### config.mk
export PLATFORM = sky130hd
export DESIGN_NAME = setup_queue
export DESIGN_NICKNAME = d
export VERILOG_FILES = /design/src/rtl/gfx_types_pkg.sv /design/src/rtl/setup_queue.sv
export SDC_FILE = /design/constraint.sdc
export NUM_CORES = 1
export LEC_CHECK = 0
export BUFFER_PORTS_ARGS = -buffer_cell sky130_fd_sc_hd__buf_2
export CELL_PAD_IN_SITES_DETAIL_PLACEMENT = 1
export CELL_PAD_IN_SITES_GLOBAL_PLACEMENT = 2
export CORE_MARGIN = 3
export CORE_UTILIZATION = 41
export DETAILED_ROUTE_END_ITERATION = 7
export PLACE_DENSITY_LB_ADDON = 0.1
export SYNTH_ARGS = -nofsm -noshare
export SYNTH_HDL_FRONTEND = slang
export SYNTH_SLANG_ARGS = --single-unit
### constraint.sdc
create_clock -name clk -period 9.6 [get_ports clk]
set_input_delay 0.48 -clock clk [delete_from_list [all_inputs] [get_ports clk]]
set_output_delay 0.48 -clock clk [all_outputs]
set_load 0.05 [all_outputs]
### src/rtl/gfx_types_pkg.sv
package gfx_types_pkg;

    // fixed-point coordinate and matrix entry width
    localparam int COORD_W = 16;

    // transform matrix shape, rows by columns
    localparam int XFORM_ROWS = 3;
    localparam int XFORM_COLS = 4;

    // one signed fixed-point value
    typedef logic signed [COORD_W-1:0] coord_t;

    // model-space vertex, 48 bits
    typedef struct packed {
        coord_t x;
        coord_t y;
        coord_t z;
    } vertex_t;

    // 3x4 affine matrix, row-major, 192 bits
    typedef coord_t [XFORM_ROWS-1:0][XFORM_COLS-1:0] transform_t;

    // what a setup record describes
    typedef enum logic [0:0] {
        SETUP_CAMERA   = 1'b0,
        SETUP_TRIANGLE = 1'b1
    } setup_kind_e;

endpackage
### src/rtl/setup_queue.sv
`timescale 1ns/10ps

module setup_queue
    import gfx_types_pkg::*;
#(
    parameter int DEPTH = 4
) (
    input  logic        clk,
    input  logic        rst,

    // from the driver
    input  logic        rec_valid,
    input  setup_kind_e rec_kind,
    input  transform_t  rec_xform,
    input  vertex_t     rec_v0,
    input  vertex_t     rec_v1,
    input  vertex_t     rec_v2,
    output logic        rec_ready,

    // to the consumer
    output logic        setup_valid,
    output setup_kind_e setup_kind,
    output transform_t  setup_xform,
    output vertex_t     setup_v0,
    output vertex_t     setup_v1,
    output vertex_t     setup_v2,
    input  logic        setup_ready
);

    setup_kind_e kind_mem  [DEPTH];
    transform_t  xform_mem [DEPTH];
    vertex_t     v0_mem    [DEPTH];
    vertex_t     v1_mem    [DEPTH];
    vertex_t     v2_mem    [DEPTH];

    logic [$clog2(DEPTH)-1:0] wr_ptr;
    logic [$clog2(DEPTH)-1:0] rd_ptr;
    logic [$clog2(DEPTH):0]   count;

    logic push;
    logic pop;

    assign rec_ready   = (count != DEPTH);
    assign setup_valid = (count != '0);
    assign push        = rec_valid && rec_ready;
    assign pop         = setup_valid && setup_ready;

    always_ff @(posedge clk or posedge rst) begin
        if (rst) begin
            wr_ptr <= '0;
            rd_ptr <= '0;
            count  <= '0;
        end else begin
            // pointers wrap on their own since DEPTH is a power of two
            if (push) begin
                wr_ptr <= wr_ptr + 1'b1;
            end
            if (pop) begin
                rd_ptr <= rd_ptr + 1'b1;
            end
            if (push && !pop) begin
                count <= count + 1'b1;
            end else if (pop && !push) begin
                count <= count - 1'b1;
            end
        end
    end

    always_ff @(posedge clk) begin
        if (push) begin
            kind_mem[wr_ptr]  <= rec_kind;
            xform_mem[wr_ptr] <= rec_xform;
            v0_mem[wr_ptr]    <= rec_v0;
            v1_mem[wr_ptr]    <= rec_v1;
            v2_mem[wr_ptr]    <= rec_v2;
        end
    end

    // head of the ring is always on the outputs
    assign setup_kind  = kind_mem[rd_ptr];
    assign setup_xform = xform_mem[rd_ptr];
    assign setup_v0    = v0_mem[rd_ptr];
    assign setup_v1    = v1_mem[rd_ptr];
    assign setup_v2    = v2_mem[rd_ptr];

    // a push never lands on the unread head slot
    a_no_push_full: assert property (
        @(posedge clk) disable iff (rst)
        push |-> (wr_ptr != rd_ptr) || (count == '0)
    );

    // a pop only reads a slot that has been written
    a_no_pop_empty: assert property (
        @(posedge clk) disable iff (rst)
        pop |-> (wr_ptr != rd_ptr) || (count == DEPTH)
    );

endmodule

==> run metrics <==
Syn Area/Cell 27.3 µm²; Setup Fix Bufs, Post-CTS 0; post-synth cell types 20; post-CTS sizing 0; internal power 13200 µW; number of port buffers 679; RSZ-0062 raised after global routing no; Setup violations, final 0; Yosys warning count 0; Routed Antenna Nets 0; minimum clock period between 4 and 5 ns; GRT overflow 0; Final TNS setup 0 ns; Seq pwr share 0.373; area share of the largest cell type after synthesis 0.824; Critical Path AT slightly above 4 ns; initial antenna violation count 26; power density over the cells about 350 nW/µm²; post-DR vias/cell 5.03; Die Wd roughly 350 µm; first-pass GRT wire length between 150000 and 200000 µm; Slew @ Worst Pin around 1.2 ns; syn_nets 2144; Net Switching roughly 8600 µW; root buffer cell clkbuf_16; CTS tree built; Post-synth EDFFs roughly 1.3k; I/O Pins 680; max cap viols 0; worst skew pair latency slightly above 0.7 ns; Max FO, Critical Path between 60 and 70; die height 352 µm; placed cell count ~4.0k; Starting DRT DRC Count about 1.5k; VDD IR max 0.246 mV; fin nets 3255; crit path kind flip-flop to output pin; final hold slack 0.0724 ns; die area approximately 120000 µm²; total number of vias 23.3k; Pwr Total 21800 µW; P_leak 0.0211 µW; most common flop cell mapped by yosys edfxtp_1; Final Util 0.523; number of global-route vias before repair approximately 26k; CTS buffer count around 150; clock sink count roughly 1.4k; Synth Cell Area ~49000 µm²; clock network fraction of total power 0.237; hold_buf cts between 300 and 400; Crit. End Element output pin; startpoint class of the critical path flip-flop; hpwl dp 72200 µm; GRT Overall Usage 0.189; Core ar. 119000 µm²; maximum buffer depth of the clock tree 3; register area share after synthesis 0.827; synth top area cells edfxtp_1 (82%), mux4_2 (15%), buf_6 (0.53%), buf_8 (0.40%), buf_2 (0.36%); async set-reset flop share out of synthesis 0.00517; row cnt between 100 and 150; GP Congestion 0.731; Max-slew headroom 0.217; DR pass1 iterations 4; layout cells sized above 1 0.408; FF+latch count, synth ~1.4k; Max Clock Skew 0.0182 ns; required time worst endpoint between 9 and 10 ns; largest net degree at the start of global routing 139; Cell Count, Final, Fillers Out between 4k and 5k; worst min path class input port to flip-flop; maximum clock rate 0.218 GHz; fin crit share 0.478; Sw Share 0.395; final hold vios 0; outcome finished, final reports clean; Post-Synthesis Cells approximately 1.8k; total detailed-routing wirelength between 100000 and 150000 µm; post-synth top area cell edfxtp_1; Slew Viols, Final 0; CTS clk-pin slew, worst paths approximately 0.060 ns; area growth from synthesis to layout 26.3%; H-Tree Depth 4; combinational power share 0.390; Initial Util 0.414; # DRC 0; Routed wire per std cell 25.4 µm
[registers in the layout, indices dropped and copies added (netlist names)]
signal     flops
count          3
kind_mem       4
rd_ptr         2
v0_mem       192
v1_mem       192
v2_mem       192
wr_ptr         2
xform_mem    768
[per-layer routing]
metal / GRT usage / wire, µm
met4: 0.0576 / 2900
met3: 0.0715 / 10000
met1: 0.229 / 45500
met5: 0 / 143
met2: 0.317 / 59300
[cells in the mapped netlist, types with 2 or more instances]
cell type     n
edfxtp_1   1348
mux4_2      337
buf_2        35
buf_6        23
buf_8        13
dfrtp_1       7
ha_1          5
and2_1        4
inv_1         4
xnor2_1       4
clkbuf_1      3
buf_4         2
mux2_2        2
nand2_1       2
nor2_1        2
xor2_1        2
[cell type report]
type	instances	area (µm²)
multi-input cells	362	7820
clock buffers	190	3880
clock inverters	73	549
inverters	4	15.0
well taps	1600	2000
diodes	16	40.0
flip-flops and latches	1355	40700
fillers	10485	56500
repair buffers	1039	7070
[worst paths after layout]
path,startpoint,to,slack (ns),depth (start not counted)
max in group asynchronous,rst,rd_ptr[1]$_DFFE_PP0P_,9.04,3
hold reg to reg,count[2]$_DFFE_PP0P_,count[2]$_DFFE_PP0P_,0.54,1
hold / removal,setup_ready,rd_ptr[0]$_DFFE_PP0P_,0.07,3
min in group asynchronous,rst,wr_ptr[0]$_DFFE_PP0P_,0.29,3
setup / recovery,rd_ptr[1]$_DFFE_PP0P_,setup_v2[20],5.01,4
setup reg to reg,count[0]$_DFFE_PP0P_,xform_mem[2][28]$_DFFE_PP_,5.71,5
[kinds of logic after synthesis]
logic type	synth area share
AOI/OAI and AO/OA	0.000229
xor gates and xnor gates	0.00107
adders and majority gates	0.00168
buffers and inverters	0.0136
DFF	0.827
muxes	0.155
and+or+nand+nor	0.00104
[through the flow]
step	area (µm²)	setup slack [ns]
after floorplan	49100	0.442
after global placement	54200	5.62
after detailed placement	54200	5.59
after CTS	62000	4.86
after global routing	62000	4.79
final	62000	5.01
[worst max-delay path, stage by stage, from the launching register on]
cell	delay [ns]
dfrtp_4	0.91
buf_4	0.73
buf_4	0.86
mux4_2	0.45
buf_2	0.23
[placed cells by master (no fill, tap or decap), drive strengths merged]
cell type,n
a21boi,1
and2,4
buf,701
bufinv,5
clkbuf,190
clkinv,59
clkinvlp,3
dfrtp,7
diode,16
dlygate4sd3,338
edfxtp,1348
fa,1
ha,5
inv,10
mux2,2
mux4,337
nand2,2
nand3,1
nor2,2
or3,1
xnor2,4
xor2,2
[power by group through the flow]
stage / Combinational (µW) / Clock [µW] / Sequential [µW]
6_report: 8490 / 5180 / 8130
5_1_grt: 8950 / 5590 / 8230
4_1_cts: 8710 / 5350 / 8150
3_5_place_dp: 8550 / 0 / 8270
3_3_place_gp: 8560 / 0 / 8190
2_1_floorplan: 6500 / 0 / 8540
(Power assumes the default switching activity.)
