==> src/rtl/scene_pkg.sv <==
package scene_pkg;

    // memory depths and address widths
    localparam int INST_DEPTH  = 16;
    localparam int INST_W      = 4;
    localparam int TRI_DEPTH   = 256;
    localparam int TRI_ADDR_W  = 8;
    localparam int VERT_DEPTH  = 256;
    localparam int VERT_ADDR_W = 8;

    // vertex index relative to an instance's vertex base
    localparam int VIDX_W = 8;

    // load data bus, widest item is a transform
    localparam int LOAD_W = 192;

    typedef struct packed {
        logic [VIDX_W-1:0] i0;
        logic [VIDX_W-1:0] i1;
        logic [VIDX_W-1:0] i2;
    } tri_idx_t;

    typedef struct packed {
        logic [VERT_ADDR_W-1:0] vert_base;
        logic [TRI_ADDR_W-1:0]  tri_base;
        logic [7:0]             tri_count;
    } inst_desc_t;

    typedef enum logic [1:0] {
        REGION_INST  = 2'd0,
        REGION_XFORM = 2'd1,
        REGION_TRI   = 2'd2,
        REGION_VERT  = 2'd3
    } mem_region_e;

endpackage

==> src/rtl/gfx_types_pkg.sv <==
package gfx_types_pkg;

    // fixed-point coordinate and matrix entry width
    localparam int COORD_W = 16;

    // transform matrix shape, rows by columns
    localparam int XFORM_ROWS = 3;
    localparam int XFORM_COLS = 4;

    // one signed fixed-point value
    typedef logic signed [COORD_W-1:0] coord_t;

    // model-space vertex, 48 bits
    typedef struct packed {
        coord_t x;
        coord_t y;
        coord_t z;
    } vertex_t;

    // 3x4 affine matrix, row-major, 192 bits
    typedef coord_t [XFORM_ROWS-1:0][XFORM_COLS-1:0] transform_t;

    // what a setup record describes
    typedef enum logic [0:0] {
        SETUP_CAMERA   = 1'b0,
        SETUP_TRIANGLE = 1'b1
    } setup_kind_e;

endpackage
==> src/rtl/frame_driver.sv <==
`timescale 1ns/10ps

module frame_driver
    import gfx_types_pkg::*;
    import scene_pkg::*;
(
    input  logic                   clk,
    input  logic                   rst,

    input  logic                   draw_start,
    input  logic [INST_W-1:0]      max_inst,

    // scene memory
    output logic [INST_W-1:0]      inst_rd_addr,
    output logic [TRI_ADDR_W-1:0]  tri_rd_addr,
    output logic [VERT_ADDR_W-1:0] vert_rd_addr,
    input  inst_desc_t             inst_desc,
    input  transform_t             inst_xform,
    input  tri_idx_t               tri_idx,
    input  vertex_t                vert_data,

    // setup record out
    output logic                   rec_valid,
    output setup_kind_e            rec_kind,
    output transform_t             rec_xform,
    output vertex_t                rec_v0,
    output vertex_t                rec_v1,
    output vertex_t                rec_v2,
    input  logic                   rec_ready,

    output logic                   busy,
    output logic                   draw_done
);

    typedef enum logic [3:0] {
        IDLE,
        LOAD_INST,
        CAPTURE_INST,
        REQUEST_TRI,
        CAPTURE_IDX,
        REQUEST_V1,
        REQUEST_V2,
        CAPTURE_V2,
        OUTPUT_REC,
        DONE
    } state_e;

    state_e            state;
    logic [INST_W-1:0] inst_id;
    logic [7:0]        tri_ctr;

    // captured payload
    inst_desc_t desc_r;
    transform_t xform_r;
    tri_idx_t   idx_r;
    vertex_t    v0_r;
    vertex_t    v1_r;
    vertex_t    v2_r;

    logic last_tri;
    logic last_inst;

    assign last_tri  = (tri_ctr == desc_r.tri_count - 8'd1);
    assign last_inst = (inst_id == max_inst);

    // memory addresses straight from the walk registers
    assign inst_rd_addr = inst_id;
    assign tri_rd_addr  = desc_r.tri_base + tri_ctr;

    always_comb begin
        case (state)
            // v0 goes out with the freshly read indices
            CAPTURE_IDX: vert_rd_addr = desc_r.vert_base + tri_idx.i0;
            REQUEST_V1:  vert_rd_addr = desc_r.vert_base + idx_r.i1;
            REQUEST_V2:  vert_rd_addr = desc_r.vert_base + idx_r.i2;
            default:     vert_rd_addr = desc_r.vert_base + idx_r.i0;
        endcase
    end

    always_ff @(posedge clk or posedge rst) begin
        if (rst) begin
            state     <= IDLE;
            inst_id   <= '0;
            tri_ctr   <= '0;
            draw_done <= 1'b0;
        end else begin
            case (state)
                IDLE, DONE: begin
                    if (draw_start) begin
                        inst_id   <= '0;
                        draw_done <= 1'b0;
                        state     <= LOAD_INST;
                    end
                end
                LOAD_INST: begin
                    state <= CAPTURE_INST;
                end
                CAPTURE_INST: begin
                    tri_ctr <= '0;
                    // camera has no triangles
                    if (inst_id == '0) begin
                        state <= OUTPUT_REC;
                    end else begin
                        state <= REQUEST_TRI;
                    end
                end
                REQUEST_TRI: state <= CAPTURE_IDX;
                CAPTURE_IDX: state <= REQUEST_V1;
                REQUEST_V1:  state <= REQUEST_V2;
                REQUEST_V2:  state <= CAPTURE_V2;
                CAPTURE_V2:  state <= OUTPUT_REC;
                OUTPUT_REC: begin
                    if (rec_ready) begin
                        if (inst_id != '0 && !last_tri) begin
                            tri_ctr <= tri_ctr + 8'd1;
                            state   <= REQUEST_TRI;
                        end else if (last_inst) begin
                            draw_done <= 1'b1;
                            state     <= DONE;
                        end else begin
                            inst_id <= inst_id + 1'b1;
                            state   <= LOAD_INST;
                        end
                    end
                end
                default: state <= IDLE;
            endcase
        end
    end

    always_ff @(posedge clk) begin
        case (state)
            CAPTURE_INST: begin
                desc_r  <= inst_desc;
                xform_r <= inst_xform;
                // camera record carries zero vertices
                v0_r    <= '0;
                v1_r    <= '0;
                v2_r    <= '0;
            end
            CAPTURE_IDX: idx_r <= tri_idx;
            REQUEST_V1:  v0_r  <= vert_data;
            REQUEST_V2:  v1_r  <= vert_data;
            CAPTURE_V2:  v2_r  <= vert_data;
            default: begin
            end
        endcase
    end

    assign busy      = (state != IDLE) && (state != DONE);
    assign rec_valid = (state == OUTPUT_REC);
    assign rec_kind  = (inst_id == '0) ? SETUP_CAMERA : SETUP_TRIANGLE;
    assign rec_xform = xform_r;
    assign rec_v0    = v0_r;
    assign rec_v1    = v1_r;
    assign rec_v2    = v2_r;

    // record holds until the queue takes it
    a_rec_hold: assert property (
        @(posedge clk) disable iff (rst)
        rec_valid && !rec_ready |=> rec_valid
            && $stable({rec_kind, rec_xform, rec_v0, rec_v1, rec_v2})
    );

    a_done_not_busy: assert property (
        @(posedge clk) disable iff (rst)
        !(draw_done && busy)
    );

endmodule

==> config.mk <==
export PLATFORM = sky130hd
export DESIGN_NAME = frame_driver
export DESIGN_NICKNAME = d
export VERILOG_FILES = /design/src/rtl/scene_pkg.sv /design/src/rtl/gfx_types_pkg.sv /design/src/rtl/frame_driver.sv
export SDC_FILE = /design/constraint.sdc
export NUM_CORES = 1
export LEC_CHECK = 0
export ABC_CLOCK_PERIOD_IN_PS = 14300
export BUFFER_PORTS_ARGS = -buffer_cell sky130_fd_sc_hd__buf_2
export CORE_AREA = 10 10 247 249
export CTS_BUF_LIST = sky130_fd_sc_hd__clkbuf_2
export CTS_CLUSTER_DIAMETER = 50
export DETAILED_ROUTE_END_ITERATION = 6
export DIE_AREA = 0 0 257 259
export REMOVE_ABC_BUFFERS = 1
export SYNTH_ARGS = -nofsm -noshare
export SYNTH_HDL_FRONTEND = slang
export SYNTH_SLANG_ARGS = --single-unit
==> constraint.sdc <==
create_clock -name clk -period 14.3 [get_ports clk]
set_clock_uncertainty 0.05 [all_clocks]
set_input_delay 0.715 -clock clk [delete_from_list [all_inputs] [get_ports clk]]
set_output_delay 0.715 -clock clk [all_outputs]
set_load 0.01 [all_outputs]
==> results_dict.tcl, run 1 <==
set metrics [dict create \
    io_buffers 655 \
    swShare_pct 35.2 \
    route.detailed.drc 0 \
    dieArea_sq_mm 0.0666 \
    first_pass_iters 5 \
    grt_pass1_vias 12532 \
    cap_viol_max_count 0 \
    routedWlPerCell_microns 22.5 \
    powerDensity_mw_per_mm2 158 \
    hold_buffers 291 \
    vias 11518 \
    coreArea_sq_mm 0.0560 \
    async_flop_share_pct 4.24 \
    cp-start-kind "flop" \
    wirelength_microns 61200 \
    final_util_pct 41.0 \
    syn_to_final_growth_pct 55.7 \
    worstPathRequired_ns 13.53 \
    dp.cells 2230 \
    die_w_microns 257 \
    die_h_microns 259 \
    p_sw_mw 1.28 \
    min_period_ns 5.28 \
    design_area_sq_mm 0.0230 \
    gp_congestion 0.850 \
    intPower_mw 2.36 \
    r2r-start "state[1]" \
    dpl_cell_area_sq_mm 0.0190 \
    cts.clk_slew.worst_paths_ns 0.10 \
    synth_top_area_share_pct 78.2 \
    clock_sinks 401 \
    fmaxAchievable_mhz 190 \
    cp_data_arrival_time_ns 4.51 \
    synth_top_area_cell "edfxtp_1" \
    grt_remaining_overflow 0 \
    synth.distinct_cells 50 \
    hold_class "in -> reg" \
    combPwrFrac_pct 29.0 \
    final_cells 2717 \
    avgSynthCellArea_sq_um 17.6 \
    end_kind "output port" \
    ys_warn_count 0 \
    seq_power_share_pct 47.5 \
    yosysSeqAreaShare_pct 81.1 \
    numCtsBuffers 106 \
    gr-usage-all-layers_pct 17.8 \
    ys_top_cells_by_count "edfxtp_1 (384), and2_1 (146), a21oi_1 (31)" \
    synth_area_leaders "edfxtp_1 (78%), and2_1 (6.2%), dfrtp_1 (2.9%)" \
    root_buffer "clkbuf_2" \
    post_cts_buffers 0 \
    fin_crit_sh_pct 36.9 \
    routed_via_density 4.24 \
    ys_ff_latch 401 \
    crit_type "reg -> out" \
    setup-tns-final_ns 0 \
    synth_edf_count 384 \
    tritoncts "yes" \
    cts-htree-levels 3 \
    tightest_slew_ns 1.20 \
    ctsLongestPathBuffers 3 \
    drt_iter0_drc 693 \
    startpoint "state[3]" \
    slew_headroom_pct 19.6 \
    status "finished clean" \
    grt_pass1_wl_microns 86700 \
    crit_path_max_fanout 15 \
    drv_slew 0 \
    initial_utilization_pct 26.3 \
    grt_max_degree 87 \
    clk-insertion-delay-late_ns 1.05 \
    rsz0062_at_grt "no" \
    p_leak_nw 9.61 \
    antenna_found_initial 15 \
    finalPower_mw 3.63 \
    synth_ff_type "edfxtp_1" \
    synth_most_common_cell "edfxtp_1" \
    drtAntennaViolNets 0 \
    ir_drop_uv 118 \
    fp-row-count 87 \
    io_pins 656 \
    clockPowerShare_pct 23.5 \
    postSynthCellCount 839 \
    drive_gt1_share_pct 43.6 \
    finalNetCount 2189 \
    min-delay-start "inst_xform[5]" \
    hpwl_microns 45300 \
    netlist_area_sq_mm 0.0147 \
    cts_resized 0 \
    setup_viol 0 \
    finalHoldViolations 0 \
]
==> cells in the final DEF, fill, tap and decap left out, types with 16 or more instances in the layout <==
| cell | netlist | final |
|---|---|---|
| ha_1 | 18 | 18 |
| nor2_1 | 22 | 17 |
| nand2_1 | 17 | 17 |
| xnor2_1 | 20 | 20 |
| dfrtp_1 | 17 | 17 |
| clkbuf_2 | 0 | 147 |
| nand3_1 | 16 | 16 |
| edfxtp_1 | 384 | 384 |
| inv_1 | 23 | 22 |
| buf_2 | 2 | 655 |
| a21oi_1 | 31 | 31 |
| dlygate4sd3_1 | 0 | 291 |
| clkinv_1 | 1 | 22 |
| and2_1 | 146 | 146 |
==> worst max-delay path, cell delays in order (launching register included) <==
cell	delay [ns]
dfrtp_1	0.58
nor2b_1	0.61
nand2_1	0.41
o221a_2	0.37
ha_1	0.28
a21o_1	0.18
a21oi_1	0.25
o21bai_1	0.10
a21oi_1	0.22
o21ai_0	0.15
xnor2_1	0.17
buf_2	0.17
==> cell families after synthesis <==
group / Yosys count / synth area share (%)
compound gates: 81 / 3.46
xor+xnor: 31 / 1.84
buf+inv: 53 / 1.42
mux: 12 / 0.891
fa+ha+maj: 20 / 1.80
simple gates: 241 / 9.49
flops: 401 / 81.1
==> flip-flops by register name (all words and copies together) (netlist names) <==
register,flops
state,4
idx_r,24
tri_ctr,8
inst_rd_addr,4
desc_r,24
rec_v1,48
rec_xform,192
draw_done,1
rec_v0,48
rec_v2,48
==> through the flow <==
stage | hold slack [ns] | setup slack [ns]
3_5_place_dp | 0.535 | 9.96
6_report | 0.244 | 9.02
4_1_cts | 0.00834 | 8.82
3_3_place_gp | 0.507 | 10.11
2_1_floorplan | 0.478 | 8.27
5_1_grt | 0.0681 | 8.44
==> layout make-up <==
class	count	area [sq um]
fillers	5243	33000
inverters	24	97.6
clock buffers	147	736
flip-flops and latches	401	12000
diodes	12	30.0
multi-input cells	385	2630
well taps	756	946
repair buffers	955	6260
clock inverters	37	299
==> path summary, 6_finish.rpt <==
check                                   to  depth (start not counted)  slack (ns)
min in group asynchronous  inst_rd_addr[2]                          3        0.33
max                        vert_rd_addr[7]                         11        9.02
min reg2reg                      draw_done                          2        0.56
min                           rec_xform[5]                          2        0.24
max reg2reg                  rec_xform[98]                          5        9.97
max in group asynchronous       tri_ctr[4]                          3       13.37
==> routing by layer <==
metal,global-route usage [%],routed length [microns],vias up,part of all wire (%)
met5,0,17,-,0.028
met4,10.3,3070,4,5.0
met3,6.38,4890,112,8.0
met2,31.7,32500,574,53
met1,17.6,20700,5583,34
li1,-,-,5245,-
==> power by group through the flow <==
stage,clock (mW),sequential (mW),combinational (mW)
2_1_floorplan,0,1.88,0.368
3_3_place_gp,0,1.74,0.992
3_5_place_dp,0,1.75,1.00
4_1_cts,0.887,1.73,1.07
5_1_grt,0.949,1.75,1.13
6_report,0.855,1.73,1.05
Power figures use the tool's default switching activity.
==> inputs of run 2 (changes only) <==
- ABC_CLOCK_PERIOD_IN_PS: 14300 -> 5100
- CORE_AREA: 10 10 247 249 -> 10 10 245 247
- DIE_AREA: 0 0 257 259 -> 0 0 255 257
- clock period: 14.3 -> 5.1 ns (I/O delays scaled with it)
==> results_dict.tcl, run 2 <==
set metrics [dict create \
    synth_most_common_cell "edfxtp_1" \
    hold_buffers 474 \
    netlist_area_sq_mm 0.0147 \
    die_w_microns 255 \
    async_flop_share_pct 4.24 \
    ys_top_cells_by_count "edfxtp_1 (384), and2_1 (146), a21oi_1 (31)" \
    synth_top_area_share_pct 78.2 \
    ys_ff_latch 401 \
    numCtsBuffers 105 \
    die_h_microns 257 \
    root_buffer "clkbuf_2" \
    dp.cells 2177 \
    postSynthCellCount 839 \
    error_line "[ERROR RSZ-0060] Max buffer count reached." \
    cts_resized 0 \
    initial_utilization_pct 26.9 \
    post_cts_buffers 0 \
    synth_area_leaders "edfxtp_1 (78%), and2_1 (6.2%), dfrtp_1 (2.9%)" \
    yosysSeqAreaShare_pct 81.1 \
    synth.distinct_cells 50 \
    cts-htree-levels 3 \
    ctsLongestPathBuffers 3 \
    hpwl_microns 44600 \
    clock_sinks 401 \
    io_pins 656 \
    lastStage "4_1_cts" \
    avgSynthCellArea_sq_um 17.6 \
    gp_congestion 0.855 \
    io_buffers 655 \
    ys_warn_count 0 \
    synth_edf_count 384 \
    status "aborted with a tool error" \
    synth_ff_type "edfxtp_1" \
    fp-row-count 86 \
    synth_top_area_cell "edfxtp_1" \
]
-- run 2: cell counts after synthesis --
No cell type changed its count.
-- run 2: per-stage QoR --
step | worst slack (ns) | hold slack, ns | instance area, sq um
floorplan | -0.928 | 0.131 | 14600
global placement | 1.58 | 0.377 | 18900
detailed placement | 1.45 | 0.380 | 18900
-- run 2: cell families after synthesis --
group                      count (synthesis)  share of synthesized area [%]
AOI/OAI and AO/OA                         81                           3.46
xor gates and xnor gates                  31                           1.84
adders and majority gates                 20                           1.80
buffers and inverters                     53                           1.42
DFF                                      401                           81.1
muxes                                     12                          0.891
and+or+nand+nor                          241                           9.49
==> inputs of run 3 (changes only) <==
- CORE_AREA: 10 10 245 247 -> 10 10 246 248
- CTS_BUF_LIST: sky130_fd_sc_hd__clkbuf_2 -> default
- CTS_CLUSTER_DIAMETER: 50 -> default
- DIE_AREA: 0 0 255 257 -> 0 0 256 258
- PLACE_DENSITY_LB_ADDON: default -> 0.15
==> results_dict.tcl, run 3 (synthesis gave the netlist of run 1 again) <==
set metrics [dict create \
    end_kind "output port" \
    post_cts_buffers 0 \
    layout_commonest_cell "buf_2" \
    final_util_pct 42.1 \
    dieArea_sq_mm 0.0660 \
    setup-tns-final_ns 0 \
    antenna_found_initial 16 \
    drt_iter0_drc 662 \
    crit_path_max_fanout 21 \
    route.detailed.drc 0 \
    grt_remaining_overflow 0 \
    tritoncts "yes" \
    powerDensity_mw_per_mm2 473 \
    cts_resized 0 \
    numCtsBuffers 45 \
    slowest_delay_ns 0.82 \
    fill_cells 5256 \
    gp_congestion 0.801 \
    vias 10887 \
    wirelength_microns 56100 \
    cts-htree-levels 2 \
    fmaxAchievable_mhz 238 \
    min_period_ns 4.20 \
    grt_max_degree 119 \
    crit_path_top_delay_cell "dfrtp_1" \
    gr-usage-all-layers_pct 16.4 \
    drive_gt1_share_pct 40.9 \
    finalHoldViolations 0 \
    initial_utilization_pct 26.5 \
    root_buffer "clkbuf_16" \
    grt_pass1_wl_microns 81600 \
    hold_class "in -> reg" \
    multiInputGateArea_sq_mm 0.00262 \
    routedWlPerCell_microns 21.5 \
    die_w_microns 256 \
    design_area_sq_mm 0.0235 \
    cp_cell_sequence "clkinv_1 -> nor2_1 -> o21ai_0 -> o221a_2 -> ha_1 -> a21o_1 -> a21oi_1 -> o21bai_1 -> a21oi_1 -> o21ai_0 -> xnor2_1 -> buf_2" \
    cp_data_arrival_time_ns 3.90 \
    clock_sinks 401 \
    status "finished clean" \
    cts.clk_slew.worst_paths_ns 0.06 \
    coreArea_sq_mm 0.0557 \
    final_cells 2613 \
    dp.cells 2231 \
    tightest_slew_ns 1.21 \
    p_leak_nw 9.61 \
    worstPathRequired_ns 4.80 \
    ctsLongestPathBuffers 3 \
    clk-insertion-delay-late_ns 0.57 \
    regArea_sq_mm 0.0120 \
    setup_viol 0 \
    rsz0062_at_grt "no" \
    fp-row-count 87 \
    routed_via_density 4.17 \
    cap_viol_max_count 0 \
    dpl_cell_area_sq_mm 0.0190 \
    largest_reg_flops 192 \
    io_buffers 655 \
    layout_common_cells "buf_2 (655), edfxtp_1 (384), dlygate4sd3_1 (289), and2_1 (146), clkbuf_16 (45)" \
    drv_slew 0 \
    slew_headroom_pct 19.1 \
    drtAntennaViolNets 0 \
    io_pins 656 \
    cp-start-kind "flop" \
    first_pass_iters 4 \
    crit_type "reg -> out" \
    fin_crit_sh_pct 82.4 \
    finalNetCount 2127 \
    finalPower_mw 11.1 \
    ir_drop_uv 316 \
    syn_to_final_growth_pct 59.2 \
    die_h_microns 258 \
    hold_buffers 289 \
    grt_pass1_vias 12004 \
    hpwl_microns 42100 \
]
run 3: report_power, final:
part           leakage [nW]  total, mW  internal [mW]  switching (mW)
registers              3.79       4.82           4.55           0.269
logic                  5.06       2.89           1.05            1.83
clock network         0.753       3.40           2.05            1.35
total                  9.61       11.1           7.66            3.45
run 3: through the flow:
step,hold slack [ns],setup slack [ns]
floorplan,0.131,-0.928
global placement,0.363,1.57
detailed placement,0.368,1.44
CTS,0.00441,0.816
global route,0.0827,0.546
finish,0.0535,0.900
run 3: worst paths after layout:
kind                       slack [ns]              end       from  cells after the start
max reg2reg                      1.86       desc_r[15]   state[1]                      4
min reg2reg                      0.50        draw_done  draw_done                      2
min                              0.05       tri_ctr[5]  rec_ready                      3
max                              0.90  vert_rd_addr[7]   state[1]                     12
min in group asynchronous        0.32        draw_done        rst                      3
max in group asynchronous        4.22       tri_ctr[2]        rst                      3
run 3: area by class of cell:
cell class,count,share of cell area [%]
Antenna cell,10,0.107
Clock inverter,28,1.59
Tap cell,756,4.03
Multi-Input combinational cell,385,11.2
Clock buffer,55,5.00
Inverter,24,0.416
Timing Repair Buffer,954,26.7
Sequential cell,401,51.0
run 3: critical path, delay by kind of cell, from the launching register on:
| family | cells | cell delay [ns] |
|---|---|---|
| compound gates | 7 | 1.16 |
| buf+inv | 2 | 0.69 |
| flops | 1 | 0.82 |
| xor+xnor | 1 | 0.16 |
| simple gates | 1 | 0.19 |
| fa+ha+maj | 1 | 0.28 |
run 3: metal layers:
metal	track usage, %	wire length, microns
met1	18.3	21100
met2	28.5	28100
met3	5.82	4830
met4	6.50	2020
met5	0	48
